--- src/verilog/motion_pkg.sv ---
`default_nettype none

package motion_pkg;

    localparam int num_channels = 8;
    localparam int num_motors = 12;
    localparam int speed_width = 32;
    localparam int timing_width = 8;

    // host register map
    typedef enum logic [4:0] {
        reg_speed_0 = 5'd0, reg_speed_1, reg_speed_2, reg_speed_3,
        reg_speed_4, reg_speed_5, reg_speed_6, reg_speed_7,
        reg_step_bit = 5'd8,
        reg_pulse_timing = 5'd9,
        reg_motor_cfg_0 = 5'd16, reg_motor_cfg_1, reg_motor_cfg_2, reg_motor_cfg_3,
        reg_motor_cfg_4, reg_motor_cfg_5, reg_motor_cfg_6, reg_motor_cfg_7,
        reg_motor_cfg_8, reg_motor_cfg_9, reg_motor_cfg_10, reg_motor_cfg_11
    } reg_addr_e;

    typedef struct packed {
        logic stb;           // one-cycle write strobe
        reg_addr_e addr;
        logic [31:0] data;
    } reg_write_t;

    typedef struct packed {
        logic [timing_width-1:0] pre_n;    // data[7:0]
        logic [timing_width-1:0] pulse_n;  // data[15:8]
        logic [timing_width-1:0] post_n;   // data[23:16]
    } pulse_timing_t;

    typedef struct packed {
        logic [2:0] sel;     // channel number, data[2:0]
        logic invert_dir;    // data[4]
        logic enable;        // data[3]
    } motor_cfg_t;

    typedef struct packed {
        logic step;
        logic dir;
    } channel_out_t;

    typedef logic [4:0] step_bit_t;

endpackage

`default_nettype wire

--- src/verilog/motion_regs.sv ---
`default_nettype none

module motion_regs import motion_pkg::*; (
    input  logic clk,
    input  logic rst,
    input  reg_write_t host_wr,
    output logic [speed_width-1:0] speeds [num_channels],
    output step_bit_t step_bit,
    output pulse_timing_t timing,
    output motor_cfg_t cfg [num_motors]
);

    logic is_speed;
    logic is_cfg;

    assign is_speed = host_wr.addr inside {[reg_speed_0:reg_speed_7]};
    assign is_cfg = host_wr.addr inside {[reg_motor_cfg_0:reg_motor_cfg_11]};

    always_ff @(posedge clk) begin
        if (rst) begin
            for (int i = 0; i < num_channels; i++) begin
                speeds[i] <= '0;
            end
            for (int i = 0; i < num_motors; i++) begin
                cfg[i] <= '0;
            end
            step_bit <= '0;
            timing <= '0;
        end else if (host_wr.stb) begin
            if (is_speed) begin
                speeds[host_wr.addr[2:0]] <= host_wr.data;
            end else if (is_cfg) begin
                cfg[host_wr.addr[3:0]].sel <= host_wr.data[2:0];      // 16..27 -> 0..11
                cfg[host_wr.addr[3:0]].enable <= host_wr.data[3];
                cfg[host_wr.addr[3:0]].invert_dir <= host_wr.data[4];
            end else if (host_wr.addr == reg_step_bit) begin
                step_bit <= host_wr.data[4:0];
            end else if (host_wr.addr == reg_pulse_timing) begin
                timing.pre_n <= host_wr.data[7:0];
                timing.pulse_n <= host_wr.data[15:8];
                timing.post_n <= host_wr.data[23:16];
            end
            // unmapped addresses fall through
        end
    end

    // host must drive a clean strobe once out of reset
    stb_known: assert property (
        @(posedge clk) disable iff (rst) !$isunknown(host_wr.stb)
    );

endmodule

`default_nettype wire

--- src/verilog/motion_top.sv ---
`default_nettype none

module motion_top import motion_pkg::*; (
    input  logic clk,
    input  logic rst,
    input  reg_write_t host_wr,
    output logic [num_motors-1:0] motor_step,
    output logic [num_motors-1:0] motor_dir,
    output logic [num_motors-1:0] motor_enable
);

    logic [speed_width-1:0] speeds [num_channels];
    step_bit_t step_bit;
    pulse_timing_t timing;
    motor_cfg_t cfg [num_motors];
    channel_out_t chans [num_channels];
    channel_out_t motors [num_motors];

    motion_regs regs_i (
        .clk      (clk),
        .rst      (rst),
        .host_wr  (host_wr),
        .speeds   (speeds),
        .step_bit (step_bit),
        .timing   (timing),
        .cfg      (cfg)
    );

    for (genvar c = 0; c < num_channels; c++) begin : g_chan
        speed_integrator integ_i (
            .clk      (clk),
            .rst      (rst),
            .speed    (speeds[c]),
            .step_bit (step_bit),
            .chan     (chans[c])
        );
    end

    motor_router router_i (
        .clk    (clk),
        .rst    (rst),
        .chans  (chans),
        .cfg    (cfg),
        .motors (motors)
    );

    for (genvar m = 0; m < num_motors; m++) begin : g_motor
        step_pulse_gen pgen_i (
            .clk    (clk),
            .rst    (rst),
            .req    (motors[m]),
            .timing (timing),
            .step   (motor_step[m]),
            .dir    (motor_dir[m])
        );
        assign motor_enable[m] = cfg[m].enable;
    end

endmodule

`default_nettype wire

--- src/verilog/motor_router.sv ---
`default_nettype none

module motor_router import motion_pkg::*; (
    input  logic clk,
    input  logic rst,
    input  channel_out_t chans [num_channels],
    input  motor_cfg_t cfg [num_motors],
    output channel_out_t motors [num_motors]
);

    channel_out_t picked [num_motors];

    always_comb begin
        for (int m = 0; m < num_motors; m++) begin
            picked[m] = chans[cfg[m].sel];
        end
    end

    always_ff @(posedge clk) begin
        if (rst) begin
            for (int m = 0; m < num_motors; m++) begin
                motors[m] <= '0;
            end
        end else begin
            for (int m = 0; m < num_motors; m++) begin
                motors[m].step <= picked[m].step & cfg[m].enable;    // disabled motor never steps
                motors[m].dir <= picked[m].dir ^ cfg[m].invert_dir;
            end
        end
    end

endmodule

`default_nettype wire

--- src/verilog/speed_integrator.sv ---
`default_nettype none

module speed_integrator import motion_pkg::*; (
    input  logic clk,
    input  logic rst,
    input  logic [speed_width-1:0] speed,
    input  step_bit_t step_bit,
    output channel_out_t chan
);

    logic [speed_width-1:0] acc;
    logic [speed_width-1:0] acc_next;
    logic crossed;

    assign acc_next = acc + speed;  // wraps at 32 bits
    assign crossed = acc_next[step_bit] ^ acc[step_bit];

    always_ff @(posedge clk) begin
        if (rst) begin
            acc <= '0;
            chan <= '0;
        end else begin
            acc <= acc_next;
            chan.step <= crossed;
            chan.dir <= speed[speed_width-1];  // sign gives direction
        end
    end

endmodule

`default_nettype wire

--- src/verilog/step_pulse_gen.sv ---
`default_nettype none

module step_pulse_gen import motion_pkg::*; (
    input  logic clk,
    input  logic rst,
    input  channel_out_t req,
    input  pulse_timing_t timing,
    output logic step,
    output logic dir
);

    typedef enum logic [1:0] {
        idle,
        setup,
        pulse,
        hold
    } step_state_e;

    step_state_e state;
    logic [timing_width-1:0] cnt;
    logic dir_q;

    // zero counts as a single cycle
    function automatic logic [timing_width-1:0] load_cnt(input logic [timing_width-1:0] n);
        return (n == '0) ? '0 : n - 1'b1;
    endfunction

    always_ff @(posedge clk) begin
        if (rst) begin
            state <= idle;
            cnt <= '0;
            dir_q <= 1'b0;
        end else begin
            case (state)
                idle: begin
                    if (req.step) begin
                        state <= setup;
                        cnt <= load_cnt(timing.pre_n);
                        dir_q <= req.dir;   // latched for the whole sequence
                    end
                end
                setup: begin
                    if (cnt == '0) begin
                        state <= pulse;
                        cnt <= load_cnt(timing.pulse_n);
                    end else begin
                        cnt <= cnt - 1'b1;
                    end
                end
                pulse: begin
                    if (cnt == '0) begin
                        state <= hold;
                        cnt <= load_cnt(timing.post_n);
                    end else begin
                        cnt <= cnt - 1'b1;
                    end
                end
                hold: begin
                    if (cnt == '0) begin
                        state <= idle;
                    end else begin
                        cnt <= cnt - 1'b1;
                    end
                end
                default: state <= idle;
            endcase
        end
    end

    assign step = (state == pulse);
    assign dir = dir_q & (state != idle);

    // no queue here, so the channel rate must leave room for a full sequence
    no_overrun: assert property (
        @(posedge clk) disable iff (rst) req.step |-> state == idle
    );

endmodule

`default_nettype wire
--- config.mk ---
export PLATFORM = sky130hd
export DESIGN_NAME = motion_top
export DESIGN_NICKNAME = d
export VERILOG_FILES = /design/src/verilog/motion_pkg.sv /design/src/verilog/motion_regs.sv /design/src/verilog/motion_top.sv /design/src/verilog/motor_router.sv /design/src/verilog/speed_integrator.sv /design/src/verilog/step_pulse_gen.sv
export SDC_FILE = /design/constraint.sdc
export NUM_CORES = 2
export LEC_CHECK = 0
export BUFFER_PORTS_ARGS = -buffer_cell sky130_fd_sc_hd__buf_2
export CORE_MARGIN = 2
export CORE_UTILIZATION = 45
export CTS_CLUSTER_DIAMETER = 60
export DETAILED_ROUTE_END_ITERATION = 6
export HOLD_SLACK_MARGIN = 0.15
export PLACE_DENSITY = 0.63
export SKIP_CTS_REPAIR_TIMING = 1
export SYNTH_ARGS = -nofsm -noshare
export SYNTH_HDL_FRONTEND = slang
export SYNTH_SLANG_ARGS = --single-unit
--- constraint.sdc ---
create_clock -name clk -period 5.35 [get_ports clk]
set_input_delay 1.3375 -clock clk [delete_from_list [all_inputs] [get_ports clk]]
set_output_delay 1.3375 -clock clk [all_outputs]
set_load 0.02 [all_outputs]
==> flow_summary.toml <==
[outcome]
run_status = "finished clean"

[power]
max-vdd-ir-drop_uv = 263.5
static-leakage-power_nw = 22.17
seq_power_share_pct = 38.1
power_switching_share_pct = 30.70
power.switching_mw = 4.856
clockPowerShare_pct = 45.4
cellInternalPower_mw = 10.96
power_density_nw_per_um2 = 289.1
design_power_total_mw = 15.82
combPwrFrac_pct = 16.4

[hold_path]
hp-class = "flip-flop to flip-flop"

[placement]
post_dp_cell_area_um2 = 51160
numPlacedInstances = 7405
buffer_ports.inserted = 75
place_hpwl_mm = 117.7
gpl.final_weighted_congestion = 0.9488
dpl_worst_slack_ps = 1551

[cts]
cts_buffers = 102
cts.path.max_buffers = 3
clock_insertion_delay_worst_skew_ps = 700
clock_tree.htree_level_count = 3
cts_tree = "done"
clock_tree.root_cell = "clkbuf_16"
cts.clk_slew.worst_paths_ps = 60
cts_sinks = 773

[finish]
area_delta_synth_final_pct = 8.785
drive_gt1_share_pct = 9.270
finalInstanceArea_um2 = 54720
finalNonFillerCells = 7598
final_util_pct = 49.38
design.final.nets = 6394
final_cell_mix = "nand2_1 (845), dfxtp_1 (770), nor2_1 (735), a21oi_1 (649), ha_1 (325)"
final.fill_count = 10870
layout.cells.most_common = "nand2_1"

[timing]
clock-skew-final_ps = 23.57
timing.final.max_slew_violations = 0
final-setup-viol-count = 0
final.period_utilization_pct = 73.99
finalWorstPathRequiredPeriod_ps = 3959
timing.final.ws_setup_ps = 1391
finalHoldViolations = 0
worst_slew_margin_rel_pct = 11.57
fmax_ghz = 0.2526
worst_max_slew_pin_slew_ps = 1326
final.hold.worst_slack_ps = 446.5
rsz0062_at_grt = "false"
final.setup.tns_ps = 0

[global_route]
maximum_number_of_pins_on_one_net_before_global_route_repair = 153
first_global_vias = 43300
number_of_antenna_violations_at_the_first_check_in_global_routing = 13
grt.total_usage_pct = 29.66
global_route_wire_length_before_repair_mm = 266.1
overflow_left_after_global_routing = 0

[routing]
postRouteWirelength_mm = 177.5
remaining_drc_errors = 0
drt-initial-drc-count = 4661
via_count = 47100
count_of_tritonroute_iterations_in_the_first_routing_pass = 6
detail_route.vias_per_cell = 6.198
drt-wirelength-per-cell_um = 23.36
antenna_violating_nets_post_route = 0

[die]
number_of_standard_cell_rows_in_the_floorplan = 122
die_area_um2 = 114500
core_um2 = 110800
initial_utilization_pct = 45.39
io_pins = 76
fp.dieW_um = 338.3
die_ht_um = 338.3

[synth]
synthesis.instances = 6237
synth_cell_type_count = 104
seq_area_frac_synth_pct = 30.76
synth_flop_cell = "dfxtp_1"
syn-cell-area_um2 = 50300
post_syn_nets = 6610
ys_async_sr_fraction_pct = 0
yosys_warnings = 0
yosys_register_bits = 773
mean_instance_size_in_the_synthesized_netlist_um2 = 8.065
synth_enable_flop_cells = 0

[setup_path]
required_ps = 5960
critPathLaunchType = "flip-flop"
crit_path_end_kind = "flip-flop"
timing.setup.critical_path_class = "flip-flop to flip-flop"
critPathMaxFanout = 4
worstPathArrival_ps = 4560

[run]
maxCapViolCount = 0
## layout make-up
| class | count | area (µm²) | area share, % |
|---|---|---|---|
| Multi-Input combinational cell | 4845 | 32310 | 59.04 |
| Sequential cell | 773 | 15490 | 28.30 |
| Clock buffer | 127 | 2819 | 5.151 |
| Tap cell | 1488 | 1862 | 3.402 |
| Timing Repair Buffer | 137 | 900.9 | 1.646 |
| Clock inverter | 62 | 728.2 | 1.331 |
| Inverter | 162 | 608.1 | 1.111 |
| Antenna cell | 4 | 10.01 | 0.01829 |
## kinds of logic (layout without fill, tap and decap cells)
family          Yosys count  in the layout  share of synthesized area, %
compound gates         1692           1692                         21.69
xor+xnor                309            309                         5.380
fa+ha+maj               333            333                         8.402
buf+inv                 619            488                         5.114
flops                   773            773                         30.76
mux                     280            280                         8.989
other cells               0              4                             0
simple gates           2231           2231                         19.66
## registers in the layout, summed over array words and instances, names as in the netlist
| signal | flops |
|---|---|
| regs_i.step_bit | 5 |
| g_chan.integ_i.acc | 256 |
| g_motor.pgen_i.dir_q | 12 |
| g_motor.pgen_i.cnt | 96 |
| g_motor.pgen_i.state | 24 |
| regs_i.cfg | 60 |
| regs_i.speeds | 256 |
| regs_i.timing | 24 |
| router_i.motors | 24 |
| g_chan.integ_i.chan | 16 |
## metal layers
metal	GRT usage, %	wire, µm	up-vias
met5	0	0	-
met4	12.47	8289	0
met3	4.672	16270	434
met2	47.43	79340	2154
met1	39.74	73580	22580
li1	-	-	21930
## path summary, 6_finish.rpt
| check | startpoint | endpoint | slack [ps] | cells past startpoint |
|---|---|---|---|---|
| setup / recovery | g_chan[1].integ_i.acc[0]$_SDFF_PP0_ | g_chan[1].integ_i.chan[1]$_SDFF_PP0_ | 1390 | 13 |
| hold / removal | g_motor[1].pgen_i.dir_q$_SDFFE_PP0P_ | g_motor[1].pgen_i.dir_q$_SDFFE_PP0P_ | 450 | 2 |
| setup reg to reg | g_chan[1].integ_i.acc[0]$_SDFF_PP0_ | g_chan[1].integ_i.chan[1]$_SDFF_PP0_ | 1390 | 13 |
| hold reg to reg | g_motor[1].pgen_i.dir_q$_SDFFE_PP0P_ | g_motor[1].pgen_i.dir_q$_SDFFE_PP0P_ | 450 | 2 |
## critical path, cell delays in order, from the launching register on
cell and delay [ps]:
dfxtp_1 310, ha_1 230, fa_1 430, a211oi_1 340, nor2_1 130, o211ai_1 430, a211oi_1 200, o41ai_1 580
o21ai_0 310, mux2i_1 200, nand4_1 100, and4bb_2 270, o21ai_0 140, nor3b_1 200
## cells in the mapped netlist, drive strengths merged (16+ instances only)
library cell / instances / area (µm²)
nand2b: 29 / 181.4
buf: 95 / 590.6
nor2b: 62 / 387.9
or4: 18 / 135.1
o31ai: 30 / 235.2
a221oi: 30 / 269.0
mux4: 135 / 3040
nand2: 846 / 3176
mux2: 24 / 270.3
nor2: 751 / 2819
a22oi: 103 / 773.2
a21o: 114 / 855.8
nor3: 110 / 550.5
and3: 58 / 362.9
nand4: 35 / 219.0
clkbuf: 362 / 1374
mux2i: 121 / 1211
or3: 35 / 219.0
o21ai: 177 / 889.6
ha: 325 / 4066
a31oi: 35 / 234.0
nand3b: 33 / 247.7
nor3b: 22 / 165.2
or2: 21 / 131.4
xor2: 157 / 1375
xnor2: 152 / 1331
o21a: 34 / 255.2
nand3: 93 / 465.5
o211ai: 34 / 265.3
dfxtp: 773 / 15470
and2: 66 / 412.9
a211oi: 152 / 1156
nor4: 21 / 137.6
a2111oi: 16 / 148.9
inv: 159 / 596.8
o21bai: 28 / 210.2
o22ai: 120 / 750.7
a21oi: 652 / 3274
## power by group through the flow
stage,Clock [mW],Sequential [mW],Combinational [mW]
3_3_place_gp,0,6.15,2.50
4_1_cts,7.28,6.03,2.55
5_1_grt,7.51,6.05,2.84
2_1_floorplan,0,6.11,1.98
6_report,7.18,6.03,2.60
3_5_place_dp,0,6.15,2.54
Note: power is estimated with default switching activity, not from simulation.
